==> config.mk <==
export PLATFORM = sky130hd
export DESIGN_NAME = controlSequencer
export DESIGN_NICKNAME = d
export VERILOG_FILES = /design/src/hw/cpuConsts.svh /design/src/hw/cpuPkg.sv /design/src/hw/controlSequencer.sv
export SDC_FILE = /design/constraint.sdc
export NUM_CORES = 1
export LEC_CHECK = 0
export BUFFER_PORTS_ARGS = -buffer_cell sky130_fd_sc_hd__buf_2
export CAP_MARGIN = 20
export CORE_MARGIN = 10
export CORE_UTILIZATION = 45
export DETAILED_ROUTE_END_ITERATION = 8
export GPL_TIMING_DRIVEN = 0
export PLACE_DENSITY_LB_ADDON = 0.1
export SKIP_LAST_GASP = 1
export SYNTH_ARGS = -nofsm -noshare
export SYNTH_HDL_FRONTEND = slang
export SYNTH_SLANG_ARGS = --single-unit
export TNS_END_PERCENT = 10
==> constraint.sdc <==
create_clock -name Clk -period 3.4 [get_ports Clk]
set_input_delay 0.51 -clock Clk [delete_from_list [all_inputs] [get_ports Clk]]
set_output_delay 0.51 -clock Clk [all_outputs]
set_load 0.02 [all_outputs]
==> src/hw/cpuConsts.svh <==
//--------------------------------------------------------------------
// Sizing constants for the core, shared by the RTL and the testbench
//--------------------------------------------------------------------
`ifndef CPU_CONSTS_SVH
`define CPU_CONSTS_SVH

// Data path and instruction word width
`define CPU_WORD_WIDTH 16

// Word address into on-chip memory, 256 words
`define CPU_MEM_ADDR_WIDTH 8

// PC value after reset
`define CPU_RESET_PC 16'h0000

`endif

==> src/hw/cpuPkg.sv <==
//--------------------------------------------------------------------
// Enumerated types shared by the sequencer, datapath and testbench
//--------------------------------------------------------------------
`default_nettype none

package cpuPkg;

	typedef enum logic [3:0]
	{
		opBr    = 4'b0000,
		opAdd   = 4'b0001,
		opJsr   = 4'b0100,	// JSR and JSRR, split on IR[11]
		opAnd   = 4'b0101,
		opLdr   = 4'b0110,
		opStr   = 4'b0111,
		opNot   = 4'b1001,
		opJmp   = 4'b1100,
		opPause = 4'b1101	// Show IR[11:0] and wait for operator
	} opcodeT;

	// Sequencer states, in fetch / decode / execute order
	typedef enum logic [4:0]
	{
		stHalted, stPauseIr1, stPauseIr2,
		stFetchPc, stFetchRd1, stFetchRd2, stFetchIr, stDecode,
		stAdd, stAnd, stNot,
		stBr1, stBr2, stJmp,
		stJsr1, stJsrPcOff, stJsrBase,
		stLdrAddr, stLdrRd1, stLdrRd2, stLdrWb,
		stStrAddr, stStrData, stStrWr1, stStrWr2, stStrWr3
	} seqStateT;

	typedef enum logic [1:0]
	{
		pcInc   = 2'b00,	// PC + 1
		pcBus   = 2'b01,	// From bus
		pcAdder = 2'b10	// From address adder
	} pcMuxT;

	typedef enum logic [1:0]
	{
		a2Off11 = 2'b00,	// SEXT(IR[10:0])
		a2Off9  = 2'b01,	// SEXT(IR[8:0])
		a2Off6  = 2'b10,	// SEXT(IR[5:0])
		a2Zero  = 2'b11
	} addr2MuxT;

	typedef enum logic [1:0]
	{
		aluAdd  = 2'b00,
		aluAnd  = 2'b01,
		aluNot  = 2'b10,
		aluPass = 2'b11	// SR1 straight through
	} aluOpT;

endpackage

`default_nettype wire

==> src/hw/controlSequencer.sv <==
//--------------------------------------------------------------------
// Multi-cycle control FSM, drives datapath strobes and memory enables
// Halted until run, then loops fetch / decode / execute forever
//--------------------------------------------------------------------
`timescale 1ns/1ps
`default_nettype none

module controlSequencer
(
	input wire Clk,
	input wire rstN,
	input wire run,				// Level, leave halted
	input wire resume,			// Level, press then release
	input wire cpuPkg::opcodeT opcode,
	input wire irBit5,
	input wire irBit11,
	input wire ben,
	output logic ldMar,
	output logic ldMdr,
	output logic ldIr,
	output logic ldBen,
	output logic ldCc,
	output logic ldReg,
	output logic ldPc,
	output logic ldLed,
	output logic gatePc,
	output logic gateMdr,
	output logic gateAlu,
	output logic gateMarMux,
	output cpuPkg::pcMuxT pcMux,
	output logic drMux,			// 1: IR[11:9], 0: R7
	output logic sr1Mux,		// 1: IR[8:6], 0: IR[11:9]
	output logic sr2Mux,		// 1: imm5
	output logic addr1Mux,		// 1: PC, 0: SR1
	output cpuPkg::addr2MuxT addr2Mux,
	output cpuPkg::aluOpT aluOp,
	output logic memOeN,
	output logic memWeN,
	output logic paused
);

	cpuPkg::seqStateT state;
	cpuPkg::seqStateT stateNext;

	always_ff @(posedge Clk or negedge rstN)
	begin
		if (!rstN)
			state <= cpuPkg::stHalted;
		else
			state <= stateNext;
	end

	//--------------------------------------------------------------------
	// Next state and control decode
	//--------------------------------------------------------------------
	always_comb
	begin
		stateNext = state;				// Hold unless told otherwise
		ldMar = 1'b0;
		ldMdr = 1'b0;
		ldIr = 1'b0;
		ldBen = 1'b0;
		ldCc = 1'b0;
		ldReg = 1'b0;
		ldPc = 1'b0;
		ldLed = 1'b0;
		gatePc = 1'b0;
		gateMdr = 1'b0;
		gateAlu = 1'b0;
		gateMarMux = 1'b0;
		pcMux = cpuPkg::pcInc;
		drMux = 1'b0;
		sr1Mux = 1'b0;
		sr2Mux = 1'b0;
		addr1Mux = 1'b0;
		addr2Mux = cpuPkg::a2Off11;
		aluOp = cpuPkg::aluAdd;
		memOeN = 1'b1;					// Memory idle
		memWeN = 1'b1;
		paused = 1'b0;

		case (state)
			cpuPkg::stHalted:
				if (run)
					stateNext = cpuPkg::stFetchPc;
			cpuPkg::stPauseIr1:
				begin
					ldLed = 1'b1;			// LED <- IR[11:0]
					paused = 1'b1;
					if (resume)
						stateNext = cpuPkg::stPauseIr2;
				end
			cpuPkg::stPauseIr2:
				begin
					ldLed = 1'b1;
					paused = 1'b1;
					if (!resume)			// Released, go on
						stateNext = cpuPkg::stFetchPc;
				end
			cpuPkg::stFetchPc:
				begin
					gatePc = 1'b1;			// MAR <- PC
					ldMar = 1'b1;
					pcMux = cpuPkg::pcInc;	// PC <- PC + 1
					ldPc = 1'b1;
					stateNext = cpuPkg::stFetchRd1;
				end
			cpuPkg::stFetchRd1:
				begin
					memOeN = 1'b0;			// Registered read issued
					stateNext = cpuPkg::stFetchRd2;
				end
			cpuPkg::stFetchRd2:
				begin
					memOeN = 1'b0;
					ldMdr = 1'b1;			// MDR <- M[MAR]
					stateNext = cpuPkg::stFetchIr;
				end
			cpuPkg::stFetchIr:
				begin
					gateMdr = 1'b1;			// IR <- MDR
					ldIr = 1'b1;
					stateNext = cpuPkg::stDecode;
				end
			cpuPkg::stDecode:
				begin
					ldBen = 1'b1;			// BEN <- nzp & IR[11:9]
					case (opcode)
						cpuPkg::opAdd: stateNext = cpuPkg::stAdd;
						cpuPkg::opAnd: stateNext = cpuPkg::stAnd;
						cpuPkg::opNot: stateNext = cpuPkg::stNot;
						cpuPkg::opBr: stateNext = cpuPkg::stBr1;
						cpuPkg::opJmp: stateNext = cpuPkg::stJmp;
						cpuPkg::opJsr: stateNext = cpuPkg::stJsr1;
						cpuPkg::opLdr: stateNext = cpuPkg::stLdrAddr;
						cpuPkg::opStr: stateNext = cpuPkg::stStrAddr;
						cpuPkg::opPause: stateNext = cpuPkg::stPauseIr1;
						default: stateNext = cpuPkg::stFetchPc;	// Unknown, skip it
					endcase
				end
			cpuPkg::stAdd, cpuPkg::stAnd, cpuPkg::stNot:
				begin
					sr2Mux = irBit5;		// Register or imm5
					drMux = 1'b1;
					sr1Mux = 1'b1;
					if (state == cpuPkg::stAdd)
						aluOp = cpuPkg::aluAdd;
					else if (state == cpuPkg::stAnd)
						aluOp = cpuPkg::aluAnd;
					else
						aluOp = cpuPkg::aluNot;
					gateAlu = 1'b1;
					ldReg = 1'b1;
					ldCc = 1'b1;
					stateNext = cpuPkg::stFetchPc;
				end
			cpuPkg::stBr1:
				stateNext = ben ? cpuPkg::stBr2 : cpuPkg::stFetchPc;
			cpuPkg::stBr2:
				begin
					addr1Mux = 1'b1;		// PC + off9
					addr2Mux = cpuPkg::a2Off9;
					pcMux = cpuPkg::pcAdder;
					ldPc = 1'b1;
					stateNext = cpuPkg::stFetchPc;
				end
			cpuPkg::stJmp:
				begin
					sr1Mux = 1'b1;			// BaseR through ALU
					aluOp = cpuPkg::aluPass;
					gateAlu = 1'b1;
					pcMux = cpuPkg::pcBus;
					ldPc = 1'b1;
					stateNext = cpuPkg::stFetchPc;
				end
			cpuPkg::stJsr1:
				begin
					drMux = 1'b0;			// R7 <- PC
					gatePc = 1'b1;
					ldReg = 1'b1;
					stateNext = irBit11 ? cpuPkg::stJsrPcOff : cpuPkg::stJsrBase;
				end
			cpuPkg::stJsrPcOff:
				begin
					addr1Mux = 1'b1;		// PC + off11
					addr2Mux = cpuPkg::a2Off11;
					pcMux = cpuPkg::pcAdder;
					ldPc = 1'b1;
					stateNext = cpuPkg::stFetchPc;
				end
			cpuPkg::stJsrBase:
				begin
					sr1Mux = 1'b1;			// JSRR, PC <- BaseR + 0
					addr1Mux = 1'b0;
					addr2Mux = cpuPkg::a2Zero;
					pcMux = cpuPkg::pcAdder;
					ldPc = 1'b1;
					stateNext = cpuPkg::stFetchPc;
				end
			cpuPkg::stLdrAddr, cpuPkg::stStrAddr:
				begin
					sr1Mux = 1'b1;			// MAR <- BaseR + off6
					addr1Mux = 1'b0;
					addr2Mux = cpuPkg::a2Off6;
					gateMarMux = 1'b1;
					ldMar = 1'b1;
					if (state == cpuPkg::stLdrAddr)
						stateNext = cpuPkg::stLdrRd1;
					else
						stateNext = cpuPkg::stStrData;
				end
			cpuPkg::stLdrRd1:
				begin
					memOeN = 1'b0;
					stateNext = cpuPkg::stLdrRd2;
				end
			cpuPkg::stLdrRd2:
				begin
					memOeN = 1'b0;
					ldMdr = 1'b1;
					stateNext = cpuPkg::stLdrWb;
				end
			cpuPkg::stLdrWb:
				begin
					drMux = 1'b1;			// DR <- MDR
					gateMdr = 1'b1;
					ldReg = 1'b1;
					ldCc = 1'b1;
					stateNext = cpuPkg::stFetchPc;
				end
			cpuPkg::stStrData:
				begin
					sr1Mux = 1'b0;			// MDR <- SR from IR[11:9]
					aluOp = cpuPkg::aluPass;
					gateAlu = 1'b1;
					ldMdr = 1'b1;
					stateNext = cpuPkg::stStrWr1;
				end
			cpuPkg::stStrWr1:
				begin
					memWeN = 1'b0;
					stateNext = cpuPkg::stStrWr2;
				end
			cpuPkg::stStrWr2:
				begin
					memWeN = 1'b0;
					stateNext = cpuPkg::stStrWr3;
				end
			cpuPkg::stStrWr3:
				begin
					memWeN = 1'b0;
					stateNext = cpuPkg::stFetchPc;
				end
			default:
				stateNext = cpuPkg::stHalted;
		endcase
	end

endmodule

`default_nettype wire

# [Yosys cells after proc, flatten, opt, wreduce, memory -nomap -nowiden]
# Memory sizes are Yosys's and may differ from the RTL's.
# Index checks and enable logic that the tools add are counted.
[op_classes] n_reduce_logical=20 muxes=29 n_eq_ne=28
[ops] operator="$pmux W5 S17" count=1
[ops] operator="$eq A5 B5 Y1 const B" count=10
[ops] operator="$eq A5 B4 Y1 const B" count=8
[ops] operator="$eq A5 B3 Y1 const B" count=4
[ops] operator="$mux W5" count=4
[ops] operator="$mux W1" count=17
[ops] operator="$reduce_or A3 Y1" count=5
[ops] operator="$reduce_or A5 Y1" count=3
[ops] operator="$reduce_or A2 Y1" count=6
[ops] operator="$eq A5 B2 Y1 const B" count=2
[ops] operator="$reduce_or A9 Y1" count=1
[ops] operator="$pmux W2 S2" count=2
[ops] operator="$reduce_or A4 Y1" count=2
[ops] operator="$reduce_or A7 Y1" count=1
[ops] operator="$ne A2 B2 Y1 const B" count=3
[ops] operator="$pmux W2 S3" count=1
[ops] operator="$eq A5 B1 Y1 const B" count=1
[ops] operator="$logic_not A5 Y1" count=1
[ops] operator="$mux W2" count=2
[ops] operator="$mux W4" count=1
[ops] operator="$mux W3" count=1
[ops] operator="$reduce_and A3 Y1" count=1
[word_totals] ff_bits=5 n_memories=1 romBits=80
[mem_list] memory="(name not given)" words=16 width=5 read_ports=1 rd_clocked_by_memory_dff=0 write_ports=0 line_no="controlSequencer.sv:128" source="case (opcode)"

# [Longest topological paths before layout]
[logic_depth] word_depth=4 mapped_depth=6 mapped_depth_nobuf=6

# [Least setup slack after synthesis]
# OpenSTA, ideal clock, no wires.
[synth_path] kind="register to output" start="reg state[3]" end="out paused" path_buffers=3 required_time_ns=2.890 arrival_ns=1.828 slack_ns=1.062 stages_incl_launch_ff=5 cell_sequence="dfrtp_1 -> buf_2 -> buf_2 -> nor4_1 -> buf_4"
[synth_between] elab_chain_cells=3 elab_cells_between_ends=4
[synth_rtl] item="start, declared" line_no="controlSequencer.sv:42" source="cpuPkg::seqStateT state;"
[synth_rtl] item="start signal, assigned" line_no="controlSequencer.sv:48" source="state <= cpuPkg::stHalted;"
[synth_rtl] item="start signal, assigned" line_no="controlSequencer.sv:50" source="state <= stateNext;"
[synth_rtl] item="$eq A5 B2 Y1 / $eq A5 B1 Y1 (equally long branches)"
[synth_rtl] item="$reduce_or A2 Y1 (no line) *"
[synth_rtl] item="$mux W1 *"
[synth_rtl] item="end, declared" line_no="controlSequencer.sv:39" source="output logic paused"
# Every way passes the cells marked *; elsewhere a longest branch is shown, timed or not.

# [Worst setup path after layout]
[layout_path] start="reg state[4]" end="out ldCc"
[layout_between] elab_chain_cells=3 elab_cells_between_ends=6
[layout_rtl] item="$eq A5 B4 Y1 / $eq A5 B5 Y1 (equally long branches)" line_no="controlSequencer.sv:82" source="case (state)"
[layout_rtl] item="$reduce_or A4 Y1 (no line) *"
[layout_rtl] item="$mux W1 *" line_no="controlSequencer.sv:82"
[layout_rtl] item="end, declared" line_no="controlSequencer.sv:22" source="output logic ldCc,"
# Marks and branches as above.

==> metrics.cfg <==
[floorplanning]
ios = 36
start_util_pct = 48.3
dieWidth_um = 66.4
core_sq_um = 2000
fp.dieH_um = 66.4
die-area_sq_um = 4400
std_cell_rows = 16

[clock_tree]
cts-hold-fix-buffers = 0
tritoncts = yes
root_buffer = clkbuf_4
cts_resized = 0
post_cts_buffers = 0
clkSinkCount = 5
worst_skew_pair.late_latency_ps = 230
path_clk_slew_ps = 40
htree_levels = 1
clockBufferDepth = 2
numCtsBuffers = 3

[sta]
fin_crit_sh_pct = 71.0
slew_violations = 0
max_slew_margin_pct = 68.8
worst_slew_pin_slew_ps = 469
rsz0062_at_grt = no
min_period_ps = 2410
clock-skew-final_ps = 1.01
whs_ps = 77.5
fin_setup_tns_ps = 0
hold_viol_final = 0
finalSetupViolations = 0
clock.fmax_mhz = 414

[global_routing]
antenna_found_initial = 0
grt_pass1_vias = 1038
grt-ovfl-total = 0
grt_pass1_wl_mm = 4.83
gr-usage-all-layers_pct = 13.0
grt_max_degree = 11

[drt]
wl_met3_um = 189
viasPerCell = 5.66
wl_per_cell_um = 14.9
post-route-drc-count = 0
drt_iter0_markers = 65
vias = 1144
drt_wl_total_mm = 3.02
ant_nets = 0
dr_wl_met2_mm = 1.50
wl_met1_mm = 1.32
first_pass_iters = 4
highest_layer = met4

[final_layout]
drive_gt1_share_pct = 32.0
final_util_pct = 59.8
area_delta_synth_final_pct = 23.8
fin_nets = 191
design_area_sq_um = 1200
largest_reg_flops = 5
largest_registers = state x5
antennaDiodeCount = 0
regMostFlops = state
fill_cells = 218

[critical_path]
path_max_fanout = 10
worstSetupPathType = reg -> out
crit_arrival_ps = 1900
cp_slowest_stage_delay_ps = 410
worst_setup_path_end_kind = output port
crit_top_cell = buf_2
critPathRequiredTime_ps = 2890
cp-start-kind = register
worstPathCellList = buf_2, clkbuf_1, nand3_1, nand2_1, buf_4, buf_2
cp_slowest_cell = dfrtp_1

[power]
pwr_density_cell_nw_per_um2 = 736
vdd_drop_max_uv = 415
p_leak_nw = 0.625

[synthesis]
synthCells = 137
ys_warn_count = 0
syn_area_per_cell_sq_um = 7.06
async_reset_ff_share_pct = 100
ys_seq_area_share_pct = 12.9
ys_ff_latch = 5
synth_nets = 152
syn-cell-area_sq_um = 967
synth_edf_count = 0
ys_types = 45
synthFlopType = dfrtp_1

[placement]
gp_congestion = 0.952
dp_hpwl_mm = 2.45
postPlaceCellArea_sq_um = 1170
port-buffer-count = 34

[flow_run]
maxCapViolations = 0

[run_status]
outcome = finished clean

[hold_path]
hold_class = in -> async

==> cells by family (layout without fill, tap and decap cells) <==
logic type,count (synthesis),after routing,share of synthesized area (%)
AOI/OAI and AO/OA,33,33,24.1
adders and majority gates,4,4,5.17
buffers and inverters,18,56,9.70
DFF,5,5,12.9
and+or+nand+nor,72,72,42.9
muxes,5,5,5.17
==> where the power goes <==
group | switching [W] | internal [W] | leakage [nW]
Sequential | 0.0000269 | 0.0000811 | 0.0648
Clock | 0.0000231 | 0.0000443 | 0.0150
Combinational | 0.000437 | 0.000269 | 0.545
Total | 0.000487 | 0.000394 | 0.625
==> synthesized netlist by cell type (2+ instances only) <==
library cell	count	area [sq um]
nand2_1	14	52.6
nand3_1	11	55.1
nor2_1	9	33.8
o21ai_0	9	45.0
nand2b_1	7	43.8
a21oi_1	6	30.0
buf_2	6	30.0
dfrtp_1	5	125
inv_1	5	18.8
mux2i_1	5	50.1
and2b_1	4	30.0
ha_1	4	50.1
nor3_1	4	20.0
nor3b_1	4	30.0
and3_1	3	18.8
buf_4	3	22.5
clkbuf_1	3	11.3
nor2b_1	3	18.8
o211ai_1	3	22.5
a2111oi_2	2	30.0
nand3b_1	2	15.0
or4_1	2	15.0
==> path summary, 6_finish.rpt <==
path,start,to,slack (ps),cells past startpoint
max,state[4]$_DFFE_PN0P_,ldCc,990,6
min,rstN,state[1]$_DFFE_PN0P_,80,1
max reg2reg,state[4]$_DFFE_PN0P_,state[4]$_DFFE_PN0P_,1830,4
min reg2reg,state[3]$_DFFE_PN0P_,state[2]$_DFFE_PN0P_,750,2
max in group asynchronous,rstN,state[4]$_DFFE_PN0P_,3190,1
min in group Clk,opcode[2],state[2]$_DFFE_PN0P_,590,3
==> per-layer routing <==
| layer | up-vias | GRT usage [%] |
|---|---|---|
| met5 | - | 0 |
| met4 | 0 | 1.83 |
| met3 | 2 | 2.71 |
| met2 | 38 | 21.7 |
| met1 | 535 | 17.0 |
| li1 | 569 | - |
==> critical path, delay by kind of cell (launching register included) <==
| kind | cells | cell delay (ps) |
|---|---|---|
| flip-flops | 1 | 410 |
| AND/OR/NAND/NOR | 2 | 320 |
| buffers and inverters | 4 | 930 |
==> cells in the final DEF, fill, tap and decap left out, drive strengths merged, types with 2 or more instances in the layout <==
cell,synthesis,final
a2111oi,2,2
a21oi,6,6
a32o,2,2
and2b,5,5
and3,3,3
buf,10,44
clkbuf,3,7
dfrtp,5,5
ha,4,4
inv,5,5
mux2i,5,5
nand2,14,14
nand2b,8,8
nand3,11,11
nand3b,2,2
nor2,10,10
nor2b,4,4
nor3,5,5
nor3b,4,4
o211ai,3,3
o21ai,11,11
or4,2,2
==> area by class of cell <==
| class | instances | area (sq um) | share of cell area, % |
|---|---|---|---|
| buffer | 13 | 75.1 | 6.27 |
| multi-input combinational | 114 | 748 | 62.5 |
| clock buffer | 4 | 26.3 | 2.19 |
| tap | 27 | 33.8 | 2.82 |
| inverter | 5 | 18.8 | 1.57 |
| sequential | 5 | 125 | 10.4 |
| timing repair buffer | 34 | 170 | 14.2 |
==> metrics by stage <==
| step | setup slack, ps | power (W) | cells |
|---|---|---|---|
| 2_1_floorplan | 1060 | 0.000632 | 137 |
| 3_3_place_gp | 1330 | 0.000806 | 198 |
| 3_5_place_dp | 1300 | 0.000808 | 198 |
| 4_1_cts | 1030 | 0.000882 | 202 |
| 5_1_grt | 859 | 0.000956 | 202 |
| 6_report | 987 | 0.000881 | 202 |
Power figures use the tool's default switching activity.
