$ cat src/hw/cpuConsts.svh
//--------------------------------------------------------------------
// Sizing constants for the core, shared by the RTL and the testbench
//--------------------------------------------------------------------
`ifndef CPU_CONSTS_SVH
`define CPU_CONSTS_SVH

// Data path and instruction word width
`define CPU_WORD_WIDTH 16

// Word address into on-chip memory, 256 words
`define CPU_MEM_ADDR_WIDTH 8

// PC value after reset
`define CPU_RESET_PC 16'h0000

`endif

$ cat src/hw/cpuPkg.sv
//--------------------------------------------------------------------
// Enumerated types shared by the sequencer, datapath and testbench
//--------------------------------------------------------------------
`default_nettype none

package cpuPkg;

	typedef enum logic [3:0]
	{
		opBr    = 4'b0000,
		opAdd   = 4'b0001,
		opJsr   = 4'b0100,	// JSR and JSRR, split on IR[11]
		opAnd   = 4'b0101,
		opLdr   = 4'b0110,
		opStr   = 4'b0111,
		opNot   = 4'b1001,
		opJmp   = 4'b1100,
		opPause = 4'b1101	// Show IR[11:0] and wait for operator
	} opcodeT;

	// Sequencer states, in fetch / decode / execute order
	typedef enum logic [4:0]
	{
		stHalted, stPauseIr1, stPauseIr2,
		stFetchPc, stFetchRd1, stFetchRd2, stFetchIr, stDecode,
		stAdd, stAnd, stNot,
		stBr1, stBr2, stJmp,
		stJsr1, stJsrPcOff, stJsrBase,
		stLdrAddr, stLdrRd1, stLdrRd2, stLdrWb,
		stStrAddr, stStrData, stStrWr1, stStrWr2, stStrWr3
	} seqStateT;

	typedef enum logic [1:0]
	{
		pcInc   = 2'b00,	// PC + 1
		pcBus   = 2'b01,	// From bus
		pcAdder = 2'b10	// From address adder
	} pcMuxT;

	typedef enum logic [1:0]
	{
		a2Off11 = 2'b00,	// SEXT(IR[10:0])
		a2Off9  = 2'b01,	// SEXT(IR[8:0])
		a2Off6  = 2'b10,	// SEXT(IR[5:0])
		a2Zero  = 2'b11
	} addr2MuxT;

	typedef enum logic [1:0]
	{
		aluAdd  = 2'b00,
		aluAnd  = 2'b01,
		aluNot  = 2'b10,
		aluPass = 2'b11	// SR1 straight through
	} aluOpT;

endpackage

`default_nettype wire

$ cat src/hw/dataPath.sv
//--------------------------------------------------------------------
// Core datapath with PC, MAR, MDR, IR, CC, BEN, LED, registers, ALU
// All loads are strobed by the sequencer and take the bus at the edge
//--------------------------------------------------------------------
`timescale 1ns/1ps
`default_nettype none

`include "cpuConsts.svh"

module dataPath
(
	input wire Clk,
	input wire rstN,
	input wire ldMar,
	input wire ldMdr,
	input wire ldIr,
	input wire ldBen,
	input wire ldCc,
	input wire ldReg,
	input wire ldPc,
	input wire ldLed,
	input wire gatePc,
	input wire gateMdr,
	input wire gateAlu,
	input wire gateMarMux,
	input wire cpuPkg::pcMuxT pcMux,
	input wire drMux,
	input wire sr1Mux,
	input wire sr2Mux,
	input wire addr1Mux,
	input wire cpuPkg::addr2MuxT addr2Mux,
	input wire cpuPkg::aluOpT aluOp,
	input wire memOeN,			// Low: MDR takes memory, not bus
	input wire [`CPU_WORD_WIDTH-1:0] memRdData,
	output cpuPkg::opcodeT opcode,
	output logic irBit5,
	output logic irBit11,
	output logic ben,
	output logic [`CPU_MEM_ADDR_WIDTH-1:0] memAddr,
	output logic [`CPU_WORD_WIDTH-1:0] memWrData,
	output logic [11:0] ledOut
);

	logic [`CPU_WORD_WIDTH-1:0] pc;
	logic [`CPU_WORD_WIDTH-1:0] pcNext;
	logic [`CPU_MEM_ADDR_WIDTH-1:0] mar;	// Word address only
	logic [`CPU_WORD_WIDTH-1:0] mdr;
	logic [`CPU_WORD_WIDTH-1:0] ir;
	logic ccN;
	logic ccZ;
	logic ccP;
	logic [`CPU_WORD_WIDTH-1:0] regFile [8];
	logic [2:0] drSel;
	logic [2:0] sr1Sel;
	logic [`CPU_WORD_WIDTH-1:0] sr1Out;
	logic [`CPU_WORD_WIDTH-1:0] sr2Val;
	logic [`CPU_WORD_WIDTH-1:0] aluOut;
	logic [`CPU_WORD_WIDTH-1:0] addr1Val;
	logic [`CPU_WORD_WIDTH-1:0] addr2Val;
	logic [`CPU_WORD_WIDTH-1:0] adderOut;
	logic [`CPU_WORD_WIDTH-1:0] bus;

	//--------------------------------------------------------------------
	// Register file, ALU and address adder
	//--------------------------------------------------------------------
	assign drSel = drMux ? ir[11:9] : 3'd7;		// R7 for JSR link
	assign sr1Sel = sr1Mux ? ir[8:6] : ir[11:9];
	assign sr1Out = regFile[sr1Sel];
	assign sr2Val = sr2Mux ? {{(`CPU_WORD_WIDTH-5){ir[4]}}, ir[4:0]} : regFile[ir[2:0]];

	always_ff @(posedge Clk)
	begin
		if (ldReg)
			regFile[drSel] <= bus;
	end

	always_comb
	begin
		case (aluOp)
			cpuPkg::aluAdd: aluOut = sr1Out + sr2Val;
			cpuPkg::aluAnd: aluOut = sr1Out & sr2Val;
			cpuPkg::aluNot: aluOut = ~sr1Out;
			default: aluOut = sr1Out;	// Pass
		endcase
	end

	assign addr1Val = addr1Mux ? pc : sr1Out;

	always_comb
	begin
		case (addr2Mux)
			cpuPkg::a2Off11: addr2Val = {{(`CPU_WORD_WIDTH-11){ir[10]}}, ir[10:0]};
			cpuPkg::a2Off9: addr2Val = {{(`CPU_WORD_WIDTH-9){ir[8]}}, ir[8:0]};
			cpuPkg::a2Off6: addr2Val = {{(`CPU_WORD_WIDTH-6){ir[5]}}, ir[5:0]};
			default: addr2Val = '0;
		endcase
	end

	assign adderOut = addr1Val + addr2Val;

	// One gate at a time, idle bus reads zero
	always_comb
	begin
		if (gatePc)
			bus = pc;
		else if (gateMdr)
			bus = mdr;
		else if (gateAlu)
			bus = aluOut;
		else if (gateMarMux)
			bus = adderOut;
		else
			bus = '0;
	end

	always_comb
	begin
		case (pcMux)
			cpuPkg::pcInc: pcNext = pc + 1'b1;
			cpuPkg::pcBus: pcNext = bus;
			cpuPkg::pcAdder: pcNext = adderOut;
			default: pcNext = pc;
		endcase
	end

	//--------------------------------------------------------------------
	// Architectural and control registers
	//--------------------------------------------------------------------
	always_ff @(posedge Clk or negedge rstN)
	begin
		if (!rstN)
		begin
			pc <= `CPU_RESET_PC;
			ir <= '0;
			ccN <= 1'b0;
			ccZ <= 1'b0;
			ccP <= 1'b0;
			ben <= 1'b0;
			ledOut <= '0;
		end
		else
		begin
			if (ldPc)
				pc <= pcNext;
			if (ldIr)
				ir <= bus;
			if (ldCc)
			begin
				ccN <= bus[`CPU_WORD_WIDTH-1];		// Sign bit
				ccZ <= (bus == '0);
				ccP <= !bus[`CPU_WORD_WIDTH-1] && (bus != '0);
			end
			if (ldBen)
				ben <= |(ir[11:9] & {ccN, ccZ, ccP});
			if (ldLed)
				ledOut <= ir[11:0];
		end
	end

	// MAR and MDR carry payload only
	always_ff @(posedge Clk)
	begin
		if (ldMar)
			mar <= bus[`CPU_MEM_ADDR_WIDTH-1:0];	// Low PC bits address memory
		if (ldMdr)
			mdr <= memOeN ? bus : memRdData;
	end

	assign opcode = cpuPkg::opcodeT'(ir[15:12]);
	assign irBit5 = ir[5];
	assign irBit11 = ir[11];
	assign memAddr = mar;
	assign memWrData = mdr;

endmodule

`default_nettype wire

$ cat config.mk
export PLATFORM = sky130hd
export DESIGN_NAME = dataPath
export DESIGN_NICKNAME = d
export VERILOG_FILES = /design/src/hw/cpuPkg.sv /design/src/hw/dataPath.sv
export VERILOG_INCLUDE_DIRS = /design/src /design/src/hw
export SDC_FILE = /design/constraint.sdc
export NUM_CORES = 1
export LEC_CHECK = 0
export BUFFER_PORTS_ARGS = -buffer_cell sky130_fd_sc_hd__buf_4
export CORE_MARGIN = 8
export CORE_UTILIZATION = 63
export CTS_BUF_LIST = sky130_fd_sc_hd__clkbuf_8
export CTS_CLUSTER_SIZE = 14
export DETAILED_ROUTE_END_ITERATION = 10
export HOLD_SLACK_MARGIN = 0.15
export MAX_ROUTING_LAYER = met4
export PLACE_DENSITY = 0.93
export SLEW_MARGIN = 20
export SYNTH_ARGS = -nofsm -noshare
export SYNTH_HDL_FRONTEND = slang
export SYNTH_SLANG_ARGS = --single-unit
$ cat constraint.sdc
create_clock -name Clk -period 6.6 [get_ports Clk]
set_clock_uncertainty 0.2 [all_clocks]
set_input_delay 1.32 -clock Clk [delete_from_list [all_inputs] [get_ports Clk]]
set_output_delay 1.32 -clock Clk [all_outputs]
set_load 0.005 [all_outputs]
# --- Yosys cells after proc, flatten, opt, wreduce, memory -nomap -nowiden ---
# Memory sizes are Yosys's and may differ from the RTL's.
# Cells that the tools add are included.
totals:
  wordCells: 46
  rom_bits: 0
  latchBits: 0
  n_memories: 1
  in_bits: 41
  ram_bits: 128
  output_inout_bits: 43
  regBits: 72
mem_list:
  columns: ["memory", "depth", "word_bits", "rd", "rd_ports_with_merged_regs", "wr", "line", "rtl"]
  rows:
  - ["regFile", 8, 16, 2, 0, 1, "dataPath.sv:52", "logic [`CPU_WORD_WIDTH-1:0] regFile [8];"]
op_classes:
  eq_ne: 6
  n_lt_le_gt_ge: 0
  n_mux: 14
  reduce_logical: 10
  div: 0
  n_bitwise: 3
  mul: 0
  n_addsub: 3
  shifts: 0
op_table:
  columns: ["cell", "count"]
  rows:
  - ["16-bit one-hot mux with 3 select lines", 3]
  - ["16-bit two-way mux", 7]
  - ["16-bit adder", 2]
  - ["16-bit by 1-bit adder with 16-bit output, second input constant", 1]
  - ["16-bit AND", 1]
  - ["16-bit zero test", 1]
  - ["16-bit NOT", 1]
  - ["16-bit nonzero test", 1]
  - ["2-bit by 1-bit == test with 1-bit output, second input constant", 3]
  - ["2-bit == test, second input constant", 3]
  - ["2-bit zero test", 3]
  - ["3-bit two-way mux", 2]
  - ["3-bit AND", 1]
  - ["3-bit nonzero test", 1]
  - ["3-bit OR reduction", 1]
  - ["1-bit two-way mux", 2]
  - ["2-bit AND reduction", 1]
  - ["1-bit logical AND", 1]
  - ["1-bit zero test", 1]

# --- Depth between registers and ports, before layout ---
# Gate-level depths: netlist of the first run.
# An unclocked memory read counts as a cell.
depth:
  depth_word: 10
  ltp_mapped: 23
  ltp_nobuf: 19

# --- Worst setup path after synthesis of the first run ---
# No wires, ideal clock.
synth_timing:
  path_kind: "input to register"
  start: "in sr1Mux"
  end: "reg ccZ"
  path_slack_ps: 480
  path_stages: 20
  required_ps: 6333
  arrival_ps: 5852
  setup_time_ps: 67
  path_buffers: 5
  cell_sequence: "buf_6 > buf_6 > mux2i_1 > buf_6 > buf_2 > mux4_2 > mux2_2 > ha_1 > clkbuf_1 > inv_1 > o31a_1 > nand3_1 > o21ai_0 > a222oi_1 > inv_1 > a221oi_1 > o211ai_1 > or4_1 > nor4b_2 > a32o_1"
synth_via:
  elab_chain_len: 9
  elab_cells_between_ends: 13
  classes_between: "add/sub: 2; mux: 7; bitwise: 2; reduce/logical: 1; memory: 1"
synth_lines:
  columns: ["element", "line", "rtl"]
  rows:
  - ["start: declaration", "dataPath.sv:28", "input wire sr1Mux,"]
  - ["3-bit two-way mux *", "dataPath.sv:67", "assign sr1Sel = sr1Mux ? ir[8:6] : ir[11:9];"]
  - ["memory read 8 x 16 bit *", null, null]
  - ["16-bit two-way mux", "dataPath.sv:87", "assign addr1Val = addr1Mux ? pc : sr1Out;"]
  - ["16-bit adder", "dataPath.sv:99", "assign adderOut = addr1Val + addr2Val;"]
  - ["16-bit two-way mux", "dataPath.sv:110", "else if (gateMarMux)"]
  - ["16-bit two-way mux *", "dataPath.sv:108", "else if (gateAlu)"]
  - ["16-bit two-way mux *", "dataPath.sv:106", "else if (gateMdr)"]
  - ["16-bit two-way mux *", "dataPath.sv:104", "if (gatePc)"]
  - ["via bus[10]", "dataPath.sv:61", "logic [`CPU_WORD_WIDTH-1:0] bus;"]
  - ["16-bit zero test *", "dataPath.sv:150", "ccZ <= (bus == '0);"]
  - ["end signal: assignment", "dataPath.sv:150", null]
  - ["end: declaration", "dataPath.sv:50", "logic ccZ;"]
# Mark *: on every way through the listed nets, which the timed path passes. The rest lies on a longest branch.
# A chain may end at the register's enable or synchronous reset.

# --- Final worst setup path of the first run ---
layout_timing:
  start: "in sr1Mux"
  end: "reg ccP"
layout_via:
  elab_chain_len: 10
  elab_cells_between_ends: 15
  classes_between: "add/sub: 2; mux: 7; bitwise: 2; reduce/logical: 3; memory: 1"
layout_lines:
  columns: ["element", "line", "rtl"]
  rows:
  - ["3-bit two-way mux *", "dataPath.sv:67", null]
  - ["memory read 8 x 16 bit *", null, null]
  - ["16-bit two-way mux", "dataPath.sv:87", null]
  - ["16-bit adder", "dataPath.sv:99", null]
  - ["16-bit two-way mux", "dataPath.sv:110", null]
  - ["16-bit two-way mux *", "dataPath.sv:108", null]
  - ["16-bit two-way mux *", "dataPath.sv:106", null]
  - ["16-bit two-way mux *", "dataPath.sv:104", null]
  - ["via bus[13]", "dataPath.sv:61", null]
  - ["16-bit nonzero test *", "dataPath.sv:151", "ccP <= !bus[`CPU_WORD_WIDTH-1] && (bus != '0);"]
  - ["1-bit logical AND *", "dataPath.sv:151", null]
  - ["end signal: assignment", "dataPath.sv:151", null]
  - ["end: declaration", "dataPath.sv:51", "logic ccP;"]
# Marked as above.

==> reports/qor.yml, run 1 <==
status: "complete, no violations"
hold_slack_ns: 0.321
insertion_delay_ns: 0.50
yosys_most_used_dff: "edfxtp_1"
final-setup-viol-count: 0
syn-num-nets: 1211
clk_path_buf_depth: 2
yosysSeqAreaShare: 0.457
core_area_sq_um: 19600
cts_resized: 0
antenna_found_initial: 0
ys_top_cells_by_area: "edfxtp_1 (36%), dfrtp_1 (9.5%), mux4_2 (8.2%)"
first_global_vias: 10520
synth_area_per_cell_sq_um: 11.1
r2r_setup_slack_ns: 0.91
synth_edf_count: 152
rows: 51
wl_mm: 40.4
synth_top_cells_by_count: "edfxtp_1 (152), nor2_1 (99), a21oi_1 (77)"
synth.top_cell.area_share: 0.362
synth-async-reset-ratio: 0.240
port_buffers: 83
r2r_cells: 17
cap_viol_max_count: 0
dp_hpwl_mm: 29.3
path_delay_family: "multiplexers"
synth_top_area_cell: "edfxtp_1"
die_w_um: 158
h-tree-depth: 4
cp.required_ns: 6.76
min_path_type: "reg -> reg"
total_power_uw: 6150
die_y_um: 158
vdd_drop_max_v: 0.000268
finalNetCount: 1283
synth_warnings: 0
worst_slack_ns: 0.494
synth-seq-cells: 200
rsz0062_at_grt: "false"
start_util: 0.644
cp_max_fo: 9
syn_inst: 1135
cts_buffers: 17
drt_iter0_drc: 1563
netlist_area_sq_um: 12600
clk_pin_slew_worst_paths_ns: 0.12
crit_arrival_ns: 6.26
worstMarginPinSlew_ns: 0.978
critPathLaunch: "sr1Mux"
cts_root_buffer: "clkbuf_8"
crit_type: "in -> reg"
drv_slew: 0
clock_sinks: 200
gp_congestion: 1.04
min_path_cells: 1
antenna_left: 0
whs_endpoint: "ledOut[10]"
vias: 10662
p_per_area_nw_per_um2: 440
rr_startpoint: "ir[6]"
max_stage_delay_ns: 0.53
worst_setup_path_end_kind: "flip-flop"
diodes: 0
avgViaCountPerCell: 7.18
routedWlPerCell_um: 27.2
crit_path_top_delay_cell: "mux4_2"
route.detailed.drc: 0
min_period_ns: 6.11
post-cts-setup-buffer-count: 0
cp_cell_sequence: "buf_4 > mux2i_4 > buf_4 > mux4_2 > mux2_2 > mux2_2 > ha_1 > o21ai_0 > a221oi_1 > o31ai_1 > a21oi_1 > xor2_1 > a221oi_1 > nor3_1 > mux2i_1 > nand2_1 > nor4_1 > a221oi_1"
hold_viol: 0
final.period_utilization: 0.925
cts_tree: "yes"
fin_tns_setup_ns: 0
post-synth-top-count-cell: "edfxtp_1"
firstDrtPassIters: 6
grt-ovfl-total: 0
grt_pass1_wl_mm: 61.4
die_area_sq_um: 24800
start_kind: "input pin"
reg2reg_to: "ccP"
critPathBufInv: 2
synthDistinctLibCells: 82
syn2layout_area_growth_pct: 10.9
io_pins: 84
leakage_uw: 0.00535
max_slew_margin: 0.348
hp-start: "ledOut[10]"
track_usage: 0.342
drive_above_1_share: 0.225
crit_top_cell: "a221oi_1"
place_ws_ns: 0.150
grt_start_max_net_pins: 49
cts_hold_buf: 0
fmaxAchievable_ghz: 0.164
==> layout by cell type (no fill, tap or decap), drive strengths merged, types with 7 or more instances in the layout <==
master and n:
a211oi 27, a21o 13, a21oi 78, a221oi 27, a31oi 14, and2 10
and3 7, buf 128, clkbuf 17, clkinv 7, dfrtp 48, edfxtp 152
ha 34, inv 62, mux2 47, mux2i 50, mux4 49, nand2 67
nand2b 13, nand3 24, nand4 11, nor2 100, nor2b 23, nor3 15
nor4 7, o211ai 8, o21ai 55, o22ai 17, o31ai 8, xnor2 14
xor2 8
==> through the flow <==
stage / instance area [sq um] / cells / util
after floorplan: 12600 / 1135 / -
after global placement: 13600 / 1453 / 0.694
after detailed placement: 13600 / 1453 / 0.694
after CTS: 14000 / 1485 / 0.714
after global routing: 14000 / 1485 / 0.714
final: 14000 / 1485 / 0.714
==> registers in the layout, summed over array words and instances, names as in the netlist <==
name,cells
regFile,128
ir,16
memWrData,16
pc,16
ledOut,12
memAddr,8
ben,1
ccN,1
ccP,1
ccZ,1
==> final cells by class <==
cell class,instances,area [sq um]
Tap cell,265,332
Fill cell,1417,5600
Inverter,56,210
Clock inverter,15,158
Sequential cell,200,5770
Timing Repair Buffer,128,961
Clock buffer,17,234
Multi-Input combinational cell,804,6330
==> worst max path at each step <==
stage	slack, ns	cells past startpoint	endpoint
after floorplan	0.48	20	ccZ
final	0.49	18	ccP
after CTS	0.62	18	ccP
after detailed placement	0.15	18	ccP
after global routing	0.11	20	ccP
after global placement	0.30	19	ccZ
==> layer usage <==
| layer | GRT usage | share of wire | up-vias |
|---|---|---|---|
| met2 | 0.509 | 0.45 | 807 |
| li1 | - | - | 4522 |
| met3 | 0.0823 | 0.12 | 142 |
| met1 | 0.437 | 0.38 | 5191 |
| met4 | 0.161 | 0.044 | 0 |
| met5 | - | 0 | - |
==> cells by family (layout without fill, tap and decap cells) <==
group | count (synthesis) | after routing | synth area share
muxes | 146 | 146 | 0.171
buffers and inverters | 131 | 216 | 0.0459
DFF | 200 | 200 | 0.457
adders and majority gates | 37 | 37 | 0.0370
xor gates and xnor gates | 22 | 22 | 0.0153
and+or+nand+nor | 293 | 293 | 0.111
AOI/OAI and AO/OA | 306 | 306 | 0.163
==> report_power, final <==
group          switching (uW)  internal (uW)
logic                    2080           1390
clock network             513            284
registers                 236           1660
No activity file was read; power rests on OpenSTA's default activity.
==> run 2, diff against run 1 <==
HOLD_SLACK_MARGIN = 0.03   (was 0.15)
MAX_ROUTING_LAYER = unset   (was met4)
==> run 2 against run 1 <==
Global-route usage is 1.9 points lower. Largest power group unchanged. Design area grew 0.79%. Die area unchanged. Critical path type unchanged. Worst hold slack gained 0.0080 ns. Sequential power about the same. Flip-flop and latch count stayed put. Critical path depth up 1. Clock-buffer cell count unchanged. Largest cell class unchanged. Non-clock buffer count increased by 9. Total power increased by 0.76%. First-iteration DRC count fell by 0.77%.
==> reports/qor.yml, run 2 (synthesis results as in run 1) <==
switching_share: 0.456
status: "complete, no violations"
avgViaCountPerCell: 7.12
diodes: 0
vias: 10644
die_area_sq_um: 24800
fmaxAchievable_ghz: 0.160
io_pins: 84
port_buffers: 83
drive_above_1_share: 0.231
clk_pin_slew_worst_paths_ns: 0.13
min_period_ns: 6.23
cp.required_ns: 6.76
gp_congestion: 1.05
r2r_setup_slack_ns: 0.79
route.detailed.drc: 0
routedWlPerCell_um: 26.6
rows: 51
insertion_delay_ns: 0.49
crit_type: "in -> reg"
regMostFlops: "regFile"
final-setup-viol-count: 0
rr_startpoint: "ir[9]"
min_path_cells: 1
start_kind: "input pin"
clock_sinks: 200
hp-start: "ledOut[11]"
crit_arrival_ns: 6.39
die_y_um: 158
grt_pass1_wl_mm: 59.8
dp_hpwl_mm: 29.0
die_w_um: 158
whs_endpoint: "ledOut[11]"
grt-ovfl-total: 0
pwr-share-clk: 0.137
clk_path_buf_depth: 2
cp_max_fo: 16
h-tree-depth: 4
start_util: 0.644
firstDrtPassIters: 8
largest_reg_flops: 128
layout_commonest_cell: "edfxtp_1"
p_seq_frac: 0.311
core_area_sq_um: 19600
p_per_area_nw_per_um2: 440
reg2reg_to: "ccP"
cts_tree: "yes"
first_global_vias: 10414
leakage_uw: 0.00541
dpl_cell_area_sq_um: 13600
antenna_left: 0
drv_slew: 0
vdd_drop_max_v: 0.000262
drt_iter0_drc: 1551
r2r_cells: 18
final_cells: 1494
syn2layout_area_growth_pct: 11.8
worst_setup_path_end_kind: "flip-flop"
cts_resized: 0
dp.cells: 1456
cts_root_buffer: "clkbuf_8"
worstMarginPinSlew_ns: 1.00
max_slew_margin: 0.328
track_usage: 0.323
cts_buffers: 17
final_cell_mix: "edfxtp_1 (152), buf_4 (137), nor2_1 (99), a21oi_1 (77), nand2_1 (66)"
final.period_utilization: 0.944
p_sw_uw: 2830
rsz0062_at_grt: "false"
cap_viol_max_count: 0
p_comb_frac: 0.552
min_path_type: "reg -> reg"
hold_viol: 0
stdcell_area_sq_um: 14100
cts_hold_buf: 0
internal-power_uw: 3370
wl_mm: 39.7
post-cts-setup-buffer-count: 0
fin_tns_setup_ns: 0
grt_start_max_net_pins: 49
fillers: 1419
finalNetCount: 1292
antenna_found_initial: 0
==> run 2: per-stage QoR <==
step	hold slack (ns)	utilization	setup slack (ns)	total power [uW]
4_1_cts	0.331	0.717	0.495	6060
3_5_place_dp	0.297	0.695	-0.00982	5220
3_3_place_gp	0.293	0.695	0.152	5150
2_1_floorplan	0.265	-	0.480	4120
6_report	0.329	0.720	0.368	6200
5_1_grt	0.344	0.720	0.101	6490
==> run 2: worst max path at each step <==
stage           start  end  slack [ns]  cells past startpoint
3_3_place_gp   sr1Mux  ccZ        0.15                     19
5_1_grt        sr1Mux  ccP        0.10                     19
6_report       sr1Mux  ccP        0.37                     19
4_1_cts        sr1Mux  ccP        0.50                     19
2_1_floorplan  sr1Mux  ccZ        0.48                     20
3_5_place_dp   sr1Mux  ccP       -0.01                     19
==> run 2: power groups by stage <==
| stage | Combinational [uW] | Clock, uW | Sequential, uW |
|---|---|---|---|
| finish | 3420 | 850 | 1930 |
| global route | 3650 | 892 | 1950 |
| global placement | 3220 | 0 | 1930 |
| CTS | 3290 | 849 | 1920 |
| detailed placement | 3270 | 0 | 1940 |
| floorplan | 2320 | 0 | 1800 |
==> run 2: metal layers <==
layer	GRT usage	wire, um
met3	0.0658	4840
met4	0.135	1740
met2	0.506	18200
met1	0.432	14900
met5	0	0
==> run 2: cell type report <==
| cell class | count | area, sq um | area share |
|---|---|---|---|
| multi-input cells | 804 | 6330 | 0.449 |
| flip-flops and latches | 200 | 5770 | 0.409 |
| repair buffers | 137 | 1030 | 0.0729 |
| well taps | 265 | 332 | 0.0235 |
| clock buffers | 17 | 234 | 0.0166 |
| inverters | 56 | 210 | 0.0149 |
| clock inverters | 15 | 200 | 0.0142 |
==> run 2: worst max-delay path, cell delays in order <==
cell and delay (ns):
buf_4 0.24, mux2i_4 0.37, buf_4 0.20, buf_4 0.23, mux4_2 0.53, mux2_2 0.34, mux2_2 0.28, ha_1 0.35
o21ai_0 0.15, a221oi_1 0.32, o31ai_1 0.19, a21oi_1 0.25, xor2_1 0.15, a221oi_1 0.39, nor3_1 0.12, mux2i_1 0.16
nand2_1 0.23, nor4_1 0.42, a221oi_1 0.16
==> run 3, diff against run 2 <==
CORE_UTILIZATION = 65   (was 63)
PLACE_DENSITY = 0.95   (was 0.93)
clock period = 7.3 ns   (was 6.6 ns; I/O delays follow)
==> run 3 against run 2 <==
First-iteration DRC count rose by 4.4%. Clock-buffer cell count unchanged. Worst hold slack got worse by 0.0090 ns. Design area down 0.98%. Cell count fell by 1.0%. Sequential power shrank 9%. Non-clock buffer count shrank 17. Die area fell by 2.8%. Critical path type unchanged. Critical endpoint unchanged.
==> reports/qor.yml, run 3 (synthesis results as in run 1) <==
p_comb_frac: 0.556
insertion_delay_ns: 0.48
drv_slew: 0
worst_setup_path_end_kind: "flip-flop"
final_cell_mix: "edfxtp_1 (152), buf_4 (119), nor2_1 (99), a21oi_1 (77), nand2_1 (66)"
max_slew_margin: 0.258
clk_pin_slew_worst_paths_ns: 0.11
route.detailed.drc: 0
register_area_sq_um: 5770
cts_resized: 0
fin_tns_setup_ns: 0
routedWlPerCell_um: 27.6
status: "complete, no violations"
grt-ovfl-total: 0
multi_input_area_sq_um: 6340
min_path_cells: 1
drive_above_1_share: 0.218
min_path_type: "reg -> reg"
p_per_area_nw_per_um2: 397
internal-power_uw: 3020
pwr-share-clk: 0.130
vdd_drop_max_v: 0.000277
io_pins: 84
finalNetCount: 1275
regMostFlops: "regFile"
layout_commonest_cell: "edfxtp_1"
reg2reg_to: "ccP"
largest_reg_flops: 128
leakage_uw: 0.00531
final-setup-viol-count: 0
die_w_um: 155
track_usage: 0.337
drt_iter0_drc: 1619
rows: 51
post-cts-setup-buffer-count: 0
cts_buffers: 17
crit_arrival_ns: 6.75
firstDrtPassIters: 6
gp_congestion: 1.00
crit_type: "in -> reg"
grt_start_max_net_pins: 49
grt_pass1_wl_mm: 61.2
clock_sinks: 200
cp_max_fo: 17
worst_slack_ns: 0.696
r2r_cells: 18
avgViaCountPerCell: 7.28
start_kind: "input pin"
syn2layout_area_growth_pct: 10.7
h-tree-depth: 4
first_global_vias: 10572
min_period_ns: 6.60
switching_share: 0.456
place_ws_ns: 0.383
fmaxAchievable_ghz: 0.151
cts_tree: "yes"
whs_endpoint: "ledOut[7]"
p_sw_uw: 2530
dp_hpwl_mm: 29.4
cap_viol_max_count: 0
vias: 10771
wl_mm: 40.8
die_area_sq_um: 24100
die_y_um: 155
p_seq_frac: 0.315
cts_hold_buf: 0
core_area_sq_um: 19300
hp-start: "ledOut[7]"
antenna_found_initial: 0
final.period_utilization: 0.905
r2r_setup_slack_ns: 1.43
cts_root_buffer: "clkbuf_8"
hold_viol: 0
start_util: 0.655
rr_startpoint: "ir[11]"
rsz0062_at_grt: "false"
fillers: 1366
cp.required_ns: 7.44
antenna_left: 0
clk_path_buf_depth: 2
port_buffers: 83
worstMarginPinSlew_ns: 1.10
==> run 3: critical path, cell delays in order <==
cell and delay [ns]:
buf_4 0.23, mux2i_4 0.76, mux2i_1 0.31, mux2i_1 0.12
mux2i_1 0.45, inv_1 0.16, mux2_2 0.30, ha_1 0.23
or3_1 0.33, nand2b_1 0.17, o31ai_1 0.41, a21oi_1 0.17
xor2_1 0.21, a221oi_1 0.41, nor3_1 0.12, mux2i_1 0.14
nand2_1 0.18, nor4_1 0.43, a221oi_1 0.16
==> run 3: power by group through the flow <==
stage	Sequential, uW	Combinational, uW	Clock (uW)
2_1_floorplan	1620	2100	0
3_3_place_gp	1740	2890	0
3_5_place_dp	1750	2960	0
4_1_cts	1730	2980	720
5_1_grt	1760	3280	752
6_report	1750	3080	721
==> run 3: cell type report <==
type / count / share of cell area
Multi-Input combinational cell: 804 / 0.454
Sequential cell: 200 / 0.413
Timing Repair Buffer: 120 / 0.0654
Tap cell: 265 / 0.0237
Clock buffer: 17 / 0.0168
Inverter: 56 / 0.0151
Clock inverter: 15 / 0.0117
Antenna cell: 2 / 0.000358
==> run 3: routing by layer <==
metal	vias to the layer above	global-route usage	routed length, um
met5	-	0	0
met4	0	0.167	2180
met3	186	0.0840	5230
met2	917	0.522	18400
met1	5166	0.438	15000
li1	4502	-	-
==> run 3: through the flow <==
stage          hold slack [ns]  power (uW)  instance area (sq um)  utilization  cells
2_1_floorplan            0.265        3720                  12600            -   1135
3_3_place_gp             0.293        4630                  13500        0.703   1445
3_5_place_dp             0.298        4710                  13600        0.703   1445
4_1_cts                  0.322        5430                  14000        0.724   1477
5_1_grt                  0.345        5790                  14000        0.724   1477
6_report                 0.320        5550                  14000        0.725   1479
==> run 3: worst max-delay path by stage <==
stage / from / endpoint / slack [ns] / cells after the start
CTS: sr1Mux / ccP / 0.89 / 19
detailed placement: sr1Mux / ccP / 0.38 / 19
global route: sr1Mux / ccZ / 0.40 / 19
global placement: sr1Mux / ccZ / 0.64 / 18
finish: sr1Mux / ccP / 0.70 / 19
floorplan: sr1Mux / ccZ / 1.04 / 20
